**src/verilog/mem_config.svh**
```systemverilog
`ifndef MEM_CONFIG_SVH
`define MEM_CONFIG_SVH

// bus and line geometry
`define MEM_ADDR_W      32
`define MEM_WORD_W      32
`define MEM_LINE_WORDS  4

// sets per cache, direct mapped
`define ICACHE_LINES    8
`define DCACHE_LINES    8

// uncached timer window, data side only
`define TIMER_BASE      32'h0002_0000
`define TIMER_MASK      32'hFFFF_F000

`endif

```
**src/verilog/mem_pkg.sv**
```systemverilog
`include "mem_config.svh"

package mem_pkg;

   // word 0 sits in the low bits
   typedef logic [`MEM_LINE_WORDS-1:0][`MEM_WORD_W-1:0] line_t;

   typedef struct packed {
      logic [`MEM_ADDR_W-1:0] addr;      // line aligned, word aligned when uncached
      logic                   write;
      logic                   uncached;
      line_t                  wline;
   } line_req_t;

   typedef struct packed {
      logic                   valid;
      logic [`MEM_ADDR_W-1:0] addr;
      logic [`MEM_WORD_W-1:0] wdata;
      logic [3:0]             wstrb;
   } iomem_req_t;

   typedef enum logic [1:0] {BR_IDLE, BR_WRITE, BR_READ} bridge_state_e;

   typedef enum logic [1:0] {DC_LOOKUP, DC_EVICT, DC_REFILL, DC_RESPOND} dcache_state_e;

   typedef enum logic [1:0] {IC_LOOKUP, IC_REFILL, IC_RESPOND} icache_state_e;

   typedef enum logic {REQ_FETCH, REQ_DATA} requester_e;

endpackage

```
**src/verilog/icache_ctrl.sv**
```systemverilog
`timescale 1ns/1ps
`include "mem_config.svh"

module icache_ctrl (
   input  logic                   clk_i,
   input  logic                   rst_i,
   input  logic                   req_i,
   input  logic [`MEM_ADDR_W-1:0] addr_i,
   output logic [`MEM_WORD_W-1:0] data_o,
   output logic                   valid_o,
   output mem_pkg::line_req_t     line_req_o,
   output logic                   line_req_valid_o,
   input  logic                   line_done_i,
   input  mem_pkg::line_t         rline_i
);

   localparam int OFF_W  = $clog2(`MEM_LINE_WORDS * `MEM_WORD_W / 8);
   localparam int BYTE_W = $clog2(`MEM_WORD_W / 8);
   localparam int IDX_W  = $clog2(`ICACHE_LINES);
   localparam int TAG_W  = `MEM_ADDR_W - IDX_W - OFF_W;

   mem_pkg::icache_state_e  state_q;
   logic                    lookup_q;    // tag compare pending
   logic [`ICACHE_LINES-1:0] valid_q;
   logic [`MEM_ADDR_W-1:0]  addr_q;
   logic [`MEM_WORD_W-1:0]  data_q;
   logic [TAG_W-1:0]        tag_mem [`ICACHE_LINES];
   mem_pkg::line_t          line_mem [`ICACHE_LINES];

   logic [IDX_W-1:0]        idx;
   logic [TAG_W-1:0]        tag;
   logic [OFF_W-BYTE_W-1:0] wsel;
   logic                    hit;

   assign idx  = addr_q[OFF_W +: IDX_W];
   assign tag  = addr_q[`MEM_ADDR_W-1 -: TAG_W];
   assign wsel = addr_q[OFF_W-1:BYTE_W];
   assign hit  = valid_q[idx] && (tag_mem[idx] == tag);

   always_ff @(posedge clk_i) begin
      if (!rst_i) begin
         state_q  <= mem_pkg::IC_LOOKUP;
         lookup_q <= 1'b0;
         valid_q  <= '0;
      end else begin
         case (state_q)
            mem_pkg::IC_LOOKUP: begin
               if (lookup_q) begin
                  lookup_q <= 1'b0;
                  state_q  <= hit ? mem_pkg::IC_RESPOND : mem_pkg::IC_REFILL;
               end else if (req_i) begin
                  lookup_q <= 1'b1;
               end
            end
            mem_pkg::IC_REFILL: begin
               if (line_done_i) begin
                  valid_q[idx] <= 1'b1;
                  state_q      <= mem_pkg::IC_RESPOND;
               end
            end
            default: state_q <= mem_pkg::IC_LOOKUP;   // respond lasts one cycle
         endcase
      end
   end

   always_ff @(posedge clk_i) begin
      if ((state_q == mem_pkg::IC_LOOKUP) && !lookup_q && req_i)
         addr_q <= addr_i;
      if ((state_q == mem_pkg::IC_LOOKUP) && lookup_q && hit)
         data_q <= line_mem[idx][wsel];
      if ((state_q == mem_pkg::IC_REFILL) && line_done_i) begin
         tag_mem[idx]  <= tag;
         line_mem[idx] <= rline_i;
         data_q        <= rline_i[wsel];
      end
   end

   // refills only, always cached
   assign line_req_o.addr     = {addr_q[`MEM_ADDR_W-1:OFF_W], {OFF_W{1'b0}}};
   assign line_req_o.write    = 1'b0;
   assign line_req_o.uncached = 1'b0;
   assign line_req_o.wline    = '0;
   assign line_req_valid_o    = (state_q == mem_pkg::IC_REFILL);

   assign data_o  = data_q;
   assign valid_o = (state_q == mem_pkg::IC_RESPOND);

endmodule

```
**src/verilog/dcache_ctrl.sv**
```systemverilog
`timescale 1ns/1ps
`include "mem_config.svh"

module dcache_ctrl (
   input  logic                   clk_i,
   input  logic                   rst_i,
   input  logic                   req_i,
   input  logic                   we_i,
   input  logic [`MEM_ADDR_W-1:0] addr_i,
   input  logic [`MEM_WORD_W-1:0] wdata_i,
   output logic [`MEM_WORD_W-1:0] data_o,
   output logic                   valid_o,
   output mem_pkg::line_req_t     line_req_o,
   output logic                   line_req_valid_o,
   input  logic                   line_done_i,
   input  mem_pkg::line_t         rline_i
);

   localparam int OFF_W  = $clog2(`MEM_LINE_WORDS * `MEM_WORD_W / 8);
   localparam int BYTE_W = $clog2(`MEM_WORD_W / 8);
   localparam int IDX_W  = $clog2(`DCACHE_LINES);
   localparam int TAG_W  = `MEM_ADDR_W - IDX_W - OFF_W;

   mem_pkg::dcache_state_e   state_q;
   logic                     lookup_q;
   logic [`DCACHE_LINES-1:0] valid_q;
   logic [`DCACHE_LINES-1:0] dirty_q;
   logic [`MEM_ADDR_W-1:0]   addr_q;
   logic                     we_q;
   logic [`MEM_WORD_W-1:0]   wdata_q;
   logic [`MEM_WORD_W-1:0]   rdata_q;
   logic [TAG_W-1:0]         tag_mem [`DCACHE_LINES];
   mem_pkg::line_t           line_mem [`DCACHE_LINES];

   logic [IDX_W-1:0]         idx;
   logic [TAG_W-1:0]         tag;
   logic [OFF_W-BYTE_W-1:0]  wsel;
   logic                     hit;
   logic                     is_timer;
   mem_pkg::line_t           merged;

   assign idx      = addr_q[OFF_W +: IDX_W];
   assign tag      = addr_q[`MEM_ADDR_W-1 -: TAG_W];
   assign wsel     = addr_q[OFF_W-1:BYTE_W];
   assign hit      = valid_q[idx] && (tag_mem[idx] == tag);
   assign is_timer = ((addr_q & `TIMER_MASK) == `TIMER_BASE);

   // store word folded into either the resident or the incoming line
   always_comb begin
      merged = (state_q == mem_pkg::DC_REFILL) ? rline_i : line_mem[idx];
      if (we_q)
         merged[wsel] = wdata_q;
   end

   always_ff @(posedge clk_i) begin
      if (!rst_i) begin
         state_q  <= mem_pkg::DC_LOOKUP;
         lookup_q <= 1'b0;
         valid_q  <= '0;
         dirty_q  <= '0;
      end else begin
         case (state_q)
            mem_pkg::DC_LOOKUP: begin
               if (lookup_q) begin
                  lookup_q <= 1'b0;
                  if (is_timer) begin
                     // timer stores go nowhere
                     state_q <= we_q ? mem_pkg::DC_RESPOND : mem_pkg::DC_REFILL;
                  end else if (hit) begin
                     state_q <= mem_pkg::DC_RESPOND;
                     if (we_q)
                        dirty_q[idx] <= 1'b1;
                  end else if (valid_q[idx] && dirty_q[idx]) begin
                     state_q <= mem_pkg::DC_EVICT;
                  end else begin
                     state_q <= mem_pkg::DC_REFILL;
                  end
               end else if (req_i) begin
                  lookup_q <= 1'b1;
               end
            end
            mem_pkg::DC_EVICT: begin
               if (line_done_i)
                  state_q <= mem_pkg::DC_REFILL;   // level stays up for the refill
            end
            mem_pkg::DC_REFILL: begin
               if (line_done_i) begin
                  state_q <= mem_pkg::DC_RESPOND;
                  if (!is_timer) begin
                     valid_q[idx] <= 1'b1;
                     dirty_q[idx] <= we_q;
                  end
               end
            end
            default: state_q <= mem_pkg::DC_LOOKUP;
         endcase
      end
   end

   always_ff @(posedge clk_i) begin
      if ((state_q == mem_pkg::DC_LOOKUP) && !lookup_q && req_i) begin
         addr_q  <= addr_i;
         we_q    <= we_i;
         wdata_q <= wdata_i;
      end
      if ((state_q == mem_pkg::DC_LOOKUP) && lookup_q && hit && !is_timer) begin
         if (we_q)
            line_mem[idx] <= merged;
         else
            rdata_q <= line_mem[idx][wsel];
      end
      if ((state_q == mem_pkg::DC_REFILL) && line_done_i) begin
         if (is_timer) begin
            rdata_q <= rline_i[`MEM_LINE_WORDS-1];   // single beat lands in the top word
         end else begin
            tag_mem[idx]  <= tag;
            line_mem[idx] <= merged;
            rdata_q       <= rline_i[wsel];
         end
      end
   end

   always_comb begin
      line_req_o.write    = (state_q == mem_pkg::DC_EVICT);
      line_req_o.uncached = (state_q == mem_pkg::DC_REFILL) && is_timer;
      line_req_o.wline    = line_mem[idx];
      if (state_q == mem_pkg::DC_EVICT)
         line_req_o.addr = {tag_mem[idx], idx, {OFF_W{1'b0}}};   // victim line
      else if (is_timer)
         line_req_o.addr = {addr_q[`MEM_ADDR_W-1:BYTE_W], {BYTE_W{1'b0}}};
      else
         line_req_o.addr = {addr_q[`MEM_ADDR_W-1:OFF_W], {OFF_W{1'b0}}};
   end

   assign line_req_valid_o = (state_q == mem_pkg::DC_EVICT) || (state_q == mem_pkg::DC_REFILL);

   assign data_o  = rdata_q;
   assign valid_o = (state_q == mem_pkg::DC_RESPOND);

endmodule

```
**src/verilog/line_bridge.sv**
```systemverilog
`timescale 1ns/1ps
`include "mem_config.svh"

module line_bridge (
   input  logic                   clk_i,
   input  logic                   rst_i,
   input  logic                   fetch_req_i,
   input  mem_pkg::line_req_t     fetch_line_i,
   input  logic                   data_req_i,
   input  mem_pkg::line_req_t     data_line_i,
   output logic                   ready_o,
   output logic                   fetch_done_o,
   output logic                   data_done_o,
   output mem_pkg::line_t         rline_o,
   output mem_pkg::iomem_req_t    iomem_o,
   input  logic                   iomem_ready_i,
   input  logic [`MEM_WORD_W-1:0] iomem_rdata_i
);

   localparam int BEAT_W = $clog2(`MEM_LINE_WORDS);
   localparam logic [BEAT_W-1:0] LAST_BEAT = BEAT_W'(`MEM_LINE_WORDS - 1);
   localparam logic [`MEM_ADDR_W-1:0] WORD_BYTES = `MEM_WORD_W / 8;

   mem_pkg::bridge_state_e state_q, state_d;
   mem_pkg::requester_e    owner_q, owner_d;
   mem_pkg::line_req_t     sel_req;
   mem_pkg::line_t         line_q, line_d;
   logic [BEAT_W-1:0]      beat_q, beat_d;
   logic                   uncached_q, uncached_d;
   logic                   ready_q, ready_d;
   logic                   valid_q, valid_d;
   logic                   fetch_done_q, fetch_done_d;
   logic                   data_done_q, data_done_d;
   logic [`MEM_ADDR_W-1:0] addr_q, addr_d;
   logic [`MEM_WORD_W-1:0] wdata_q, wdata_d;
   logic [3:0]             wstrb_q, wstrb_d;
   logic                   last_beat;
   logic                   finish;

   assign sel_req   = data_req_i ? data_line_i : fetch_line_i;   // data wins a tie
   assign last_beat = (beat_q == LAST_BEAT) || ((state_q == mem_pkg::BR_READ) && uncached_q);
   assign finish    = (state_q != mem_pkg::BR_IDLE) && iomem_ready_i && last_beat;

   always_comb begin
      state_d      = state_q;
      owner_d      = owner_q;
      line_d       = line_q;
      beat_d       = beat_q;
      uncached_d   = uncached_q;
      ready_d      = ready_q;
      valid_d      = valid_q;
      addr_d       = addr_q;
      wdata_d      = wdata_q;
      wstrb_d      = wstrb_q;
      fetch_done_d = 1'b0;
      data_done_d  = 1'b0;

      case (state_q)
         mem_pkg::BR_IDLE: begin
            valid_d = 1'b0;
            ready_d = 1'b1;
            if (ready_q && (data_req_i || fetch_req_i)) begin
               owner_d    = data_req_i ? mem_pkg::REQ_DATA : mem_pkg::REQ_FETCH;
               addr_d     = sel_req.addr;
               uncached_d = sel_req.uncached;
               beat_d     = '0;
               valid_d    = 1'b1;
               ready_d    = 1'b0;
               if (sel_req.write) begin
                  line_d  = sel_req.wline;
                  wdata_d = sel_req.wline[0];
                  wstrb_d = 4'hF;
                  state_d = mem_pkg::BR_WRITE;
               end else begin
                  wstrb_d = 4'h0;
                  state_d = mem_pkg::BR_READ;
               end
            end
         end
         mem_pkg::BR_WRITE: begin
            if (iomem_ready_i) begin
               line_d  = line_q >> `MEM_WORD_W;   // next word drops to the bottom
               beat_d  = beat_q + 1'b1;
               addr_d  = addr_q + WORD_BYTES;
               wdata_d = line_d[0];
            end
         end
         mem_pkg::BR_READ: begin
            if (iomem_ready_i) begin
               line_d = {iomem_rdata_i, line_q[`MEM_LINE_WORDS-1:1]};
               beat_d = beat_q + 1'b1;
               addr_d = addr_q + WORD_BYTES;
            end
         end
         default: state_d = mem_pkg::BR_IDLE;
      endcase

      // ready stays low through the done cycle so a held level is not taken twice
      if (finish) begin
         state_d      = mem_pkg::BR_IDLE;
         valid_d      = 1'b0;
         wstrb_d      = 4'h0;
         ready_d      = 1'b0;
         beat_d       = '0;
         fetch_done_d = (owner_q == mem_pkg::REQ_FETCH);
         data_done_d  = (owner_q == mem_pkg::REQ_DATA);
      end
   end

   always_ff @(posedge clk_i) begin
      if (!rst_i) begin
         state_q      <= mem_pkg::BR_IDLE;
         owner_q      <= mem_pkg::REQ_FETCH;
         beat_q       <= '0;
         ready_q      <= 1'b0;
         valid_q      <= 1'b0;
         fetch_done_q <= 1'b0;
         data_done_q  <= 1'b0;
      end else begin
         state_q      <= state_d;
         owner_q      <= owner_d;
         beat_q       <= beat_d;
         ready_q      <= ready_d;
         valid_q      <= valid_d;
         fetch_done_q <= fetch_done_d;
         data_done_q  <= data_done_d;
      end
   end

   always_ff @(posedge clk_i) begin
      line_q     <= line_d;
      uncached_q <= uncached_d;
      addr_q     <= addr_d;
      wdata_q    <= wdata_d;
      wstrb_q    <= wstrb_d;
   end

   assign iomem_o      = mem_pkg::iomem_req_t'{valid: valid_q, addr: addr_q,
                                               wdata: wdata_q, wstrb: wstrb_q};
   assign rline_o      = line_q;
   assign ready_o      = ready_q;
   assign fetch_done_o = fetch_done_q;
   assign data_done_o  = data_done_q;

endmodule

```
**src/verilog/mem_subsystem_top.sv**
```systemverilog
`timescale 1ns/1ps
`include "mem_config.svh"

module mem_subsystem_top (
   input  logic                   clk_i,
   input  logic                   rst_i,
   // fetch port
   input  logic                   if_req_i,
   input  logic [`MEM_ADDR_W-1:0] if_addr_i,
   output logic [`MEM_WORD_W-1:0] if_data_o,
   output logic                   if_valid_o,
   // data port
   input  logic                   dm_req_i,
   input  logic                   dm_we_i,
   input  logic [`MEM_ADDR_W-1:0] dm_addr_i,
   input  logic [`MEM_WORD_W-1:0] dm_wdata_i,
   output logic [`MEM_WORD_W-1:0] dm_rdata_o,
   output logic                   dm_valid_o,
   // iomem
   output mem_pkg::iomem_req_t    iomem_o,
   input  logic                   iomem_ready_i,
   input  logic [`MEM_WORD_W-1:0] iomem_rdata_i
);

   mem_pkg::line_req_t icache_line;
   mem_pkg::line_req_t dcache_line;
   mem_pkg::line_t     rline;
   logic               icache_req;
   logic               dcache_req;
   logic               icache_done;
   logic               dcache_done;

   icache_ctrl u_icache_ctrl (
      .clk_i            (clk_i),
      .rst_i            (rst_i),
      .req_i            (if_req_i),
      .addr_i           (if_addr_i),
      .data_o           (if_data_o),
      .valid_o          (if_valid_o),
      .line_req_o       (icache_line),
      .line_req_valid_o (icache_req),
      .line_done_i      (icache_done),
      .rline_i          (rline)
   );

   dcache_ctrl u_dcache_ctrl (
      .clk_i            (clk_i),
      .rst_i            (rst_i),
      .req_i            (dm_req_i),
      .we_i             (dm_we_i),
      .addr_i           (dm_addr_i),
      .wdata_i          (dm_wdata_i),
      .data_o           (dm_rdata_o),
      .valid_o          (dm_valid_o),
      .line_req_o       (dcache_line),
      .line_req_valid_o (dcache_req),
      .line_done_i      (dcache_done),
      .rline_i          (rline)
   );

   line_bridge u_line_bridge (
      .clk_i         (clk_i),
      .rst_i         (rst_i),
      .fetch_req_i   (icache_req),
      .fetch_line_i  (icache_line),
      .data_req_i    (dcache_req),
      .data_line_i   (dcache_line),
      .ready_o       (),
      .fetch_done_o  (icache_done),
      .data_done_o   (dcache_done),
      .rline_o       (rline),
      .iomem_o       (iomem_o),
      .iomem_ready_i (iomem_ready_i),
      .iomem_rdata_i (iomem_rdata_i)
   );

endmodule

```
**config.mk**
```make
export PLATFORM = sky130hd
export DESIGN_NAME = mem_subsystem_top
export DESIGN_NICKNAME = d
export VERILOG_FILES = /design/src/verilog/mem_pkg.sv /design/src/verilog/icache_ctrl.sv /design/src/verilog/dcache_ctrl.sv /design/src/verilog/line_bridge.sv /design/src/verilog/mem_subsystem_top.sv
export VERILOG_INCLUDE_DIRS = /design/src /design/src/verilog
export SDC_FILE = /design/constraint.sdc
export NUM_CORES = 2
export LEC_CHECK = 0
export ABC_AREA = 0
export BUFFER_PORTS_ARGS = -buffer_cell sky130_fd_sc_hd__buf_2
export CORE_ASPECT_RATIO = 0.6
export CORE_MARGIN = 1.5
export CORE_UTILIZATION = 35
export CTS_CLUSTER_SIZE = 8
export DETAILED_ROUTE_END_ITERATION = 7
export HOLD_SLACK_MARGIN = 0.02
export PLACE_DENSITY = 0.58
export SYNTH_ARGS = -nofsm -noshare
export SYNTH_HDL_FRONTEND = slang
export SYNTH_HIERARCHICAL = 1
export SYNTH_SLANG_ARGS = --single-unit
export TNS_END_PERCENT = 10
```
**constraint.sdc**
```tcl
create_clock -name clk_i -period 30.4 [get_ports clk_i]
set_input_delay 0 -clock clk_i [delete_from_list [all_inputs] [get_ports clk_i]]
set_output_delay 0 -clock clk_i [all_outputs]
set_load 0.05 [all_outputs]
```
==> out/results.ini <==
[status]
status=complete, no violations

[floorplan]
core_region_area_um2=333000
io_pins=269
fp.dieH_um=452
rows=164
start_util_pct=35.2
die_area_um2=339000
die_x_um=751

[clocking]
ctsResizeCount=0
h-tree-depth=5
cts-root-buf=clkbuf_16
clkLatencyLatePin_ns=0.91
cts_buffers=397
clockBufferDepth=4
postCtsHoldBufs=234
post_cts_buffers=0
clk_pin_slew_worst_paths_ns=0.05
numClockSinks=2844
cts_tree=done

[power_and_ir_drop]
total_power_w=0.0121
cellPowerDensity_nw_per_um2=88.5
leakagePower_nw=44.4
ir_drop_uv=69.2

[placement]
portBuffers=264
dpl_cell_area_um2=123000
hpwl_um=176000
gp_congestion=0.773

[logic_synthesis]
synth_ff_type=edfxtp_1
yosysSeqAreaShare_pct=72.4
syn_inst=6106
syn_area_um2=117000
syn_avg_cell_area_um2=19.2
synth_commonest_cells=2798 x edfxtp_1, 688 x mux4_2, 489 x mux2i_1
async_flop_share_pct=0
synth-edff-count=2798
synth_top_area_share_pct=71.6
synth_most_common_cell=edfxtp_1
synthTopCellsByArea=edfxtp_1 72%, mux4_2 13%, mux2i_1 4.2%
yosysTopAreaCell=edfxtp_1
synth_warnings=6
yosysUniqueCellTypes=72
synth_seq_cells=2844

[detailed_routing]
wl_per_cell_um=27.5
wl_um=311000
vias=61400
antenna_left=0
drc=0
drt-initial-drc-count=6495
via_per_inst=5.44
dr.pass1.iters=5

[setup_path]
cp_common_cell=buf_4
crit_required_ns=30.88
cpLargestDelayFamily=buffers and inverters
critical_path.endpoint_type=flip-flop
slowest_delay_ns=0.77
cp_slowest_cell=dfxtp_4
crit_path_max_fanout=39
worst-setup-path-type=reg2reg
crit_arrival_ns=7.85
path_cells=buf_4 > nand2b_1 > o22a_1 > a21oi_1 > and4b_1 > nand4_1 > nor4_4 > a21boi_2 > nor2_4 > buf_4 > buf_4 > buf_4
startpoint_type=flip-flop
crit_buf_inv=4

[finish]
design_area_um2=136000
drive_gt1_share_pct=25.4
areaGrowthSynthToFinish_pct=16.1
fin_nets=6901
utilization_pct=40.9

[sta]
maxSlewViolCount=0
rsz0062_at_grt=no
setup-tns-final_ns=0
timing.fmax_mhz=136
setup_violations=0
tightestPinTransition_ns=1.19
max_slew_margin_pct=20.2
hold_viol_final=0
finalCriticalPeriod_ns=7.36
finalClockSkew_ns=0.0630
period_share_pct=24.2

[global_routing]
grt_max_degree=139
antenna_found_initial=10
grt_pass1_vias=63000
grt_usage_pct=18.0
grt_overflow_total=0
grt_pass1_wl_um=447000

[worst_hold_path]
min_path_type=in2reg
hp-start=iomem_rdata_i[0]

[job]
drv_cap=0

-- kinds of logic (layout without fill, tap and decap cells) --
logic type | count (synthesis) | in the layout | synth area share [%]
flip-flops | 2844 | 2844 | 72.4
multiplexers | 1327 | 1327 | 18.8
AND/OR/NAND/NOR | 680 | 680 | 2.73
AO/OA/AOI/OAI | 623 | 623 | 3.10
buffers and inverters | 581 | 1159 | 2.60
XOR/XNOR | 39 | 39 | 0.291
adder cells (fa/ha/maj) | 10 | 10 | 0.107
other | 2 | 137 | 0.00640
-- stage by stage --
stage / hold slack [ns] / cells / setup slack [ns]
floorplan: 0.0989 / 6240 / 12.87
global placement: 0.176 / 10600 / 23.09
detailed placement: 0.178 / 10600 / 22.94
CTS: 0.0228 / 11300 / 22.89
global route: 0.0612 / 11300 / 22.75
finish: 0.0681 / 11300 / 23.04
-- per-layer routing --
metal / track usage, % / vias to the layer above / routed length [um]
met5: 0 / - / 26
met4: 4.68 / 4 / 7640
met3: 3.36 / 474 / 22400
met2: 28.6 / 2477 / 147000
met1: 25.5 / 32700 / 134000
li1: - / 25800 / -
-- registers in the layout, summed over array words and instances, names as in the netlist, 2 cells and up, named ones only --
name,flops
u_dcache_ctrl/line_mem,1024
u_dcache_ctrl/valid_q,8
u_dcache_ctrl/addr_q,30
u_line_bridge/state_q,2
u_line_bridge/wdata_q,32
u_icache_ctrl/data_o,32
u_line_bridge/beat_q,2
u_dcache_ctrl/wdata_q,32
u_icache_ctrl/addr_q,30
u_dcache_ctrl/tag_mem,200
u_icache_ctrl/line_mem,1024
u_dcache_ctrl/data_o,32
u_line_bridge/addr_q,32
u_dcache_ctrl/state_q,2
u_icache_ctrl/state_q,2
u_line_bridge/rline_o,128
u_icache_ctrl/tag_mem,200
u_icache_ctrl/valid_q,8
u_dcache_ctrl/dirty_q,8
-- worst paths after layout --
path,end,depth (start not counted),slack [ns]
hold reg to reg,u_line_bridge/fetch_done_o,1,0.44
setup reg to reg,u_dcache_ctrl/line_mem[5][19],12,23.04
setup / recovery,u_dcache_ctrl/line_mem[5][19],12,23.04
hold / removal,u_line_bridge/rline_o[96],4,0.07
-- final cells by class --
cell class	instances	area, um^2
Fill cell	29400	197000
Sequential cell	2844	85000
Multi-Input combinational cell	2815	30100
Clock buffer	442	10200
Tap cell	4482	5610
Timing Repair Buffer	644	4850
Clock inverter	18	327
Inverter	55	221
Antenna cell	1	2.50
-- tightest hold or removal path, cell delays in order --
cell and delay, ns:
dlygate4sd3_1 0.52, buf_2 0.10, nand3_1 0.12, o21ai_0 0.10
-- cell usage in the layout, fill, tap and decap left out, drive strengths merged, types with 9 or more instances in the layout --
cell type,Yosys,layout
edfxtp,2798,2798
mux4,688,688
mux2i,490,490
clkbuf,159,442
buf,367,410
o21ai,248,248
nand2,248,248
dlygate4sd3,0,234
nor2,197,197
a21oi,171,171
mux2,149,149
conb,2,136
a22oi,66,66
nand3,65,65
inv,53,60
dfxtp,46,46
nor2b,32,32
a211oi,30,30
nor3,25,25
o21a,23,23
xor2,21,21
xnor2,18,18
and3,17,17
nand4,16,16
a31oi,15,15
a22o,13,13
a21o,13,13
clkinv,2,13
nor4,11,11
o211ai,10,10
and2,10,10
o31ai,10,10
ha,10,10
or4,9,9
-- where the power goes --
part / internal (W) / total (W) / switching [W]
sequential: 0.00509 / 0.00557 / 0.000478
combinational: 0.000951 / 0.00259 / 0.00164
clock: 0.00234 / 0.00390 / 0.00157
Power figures use the tool's default switching activity.
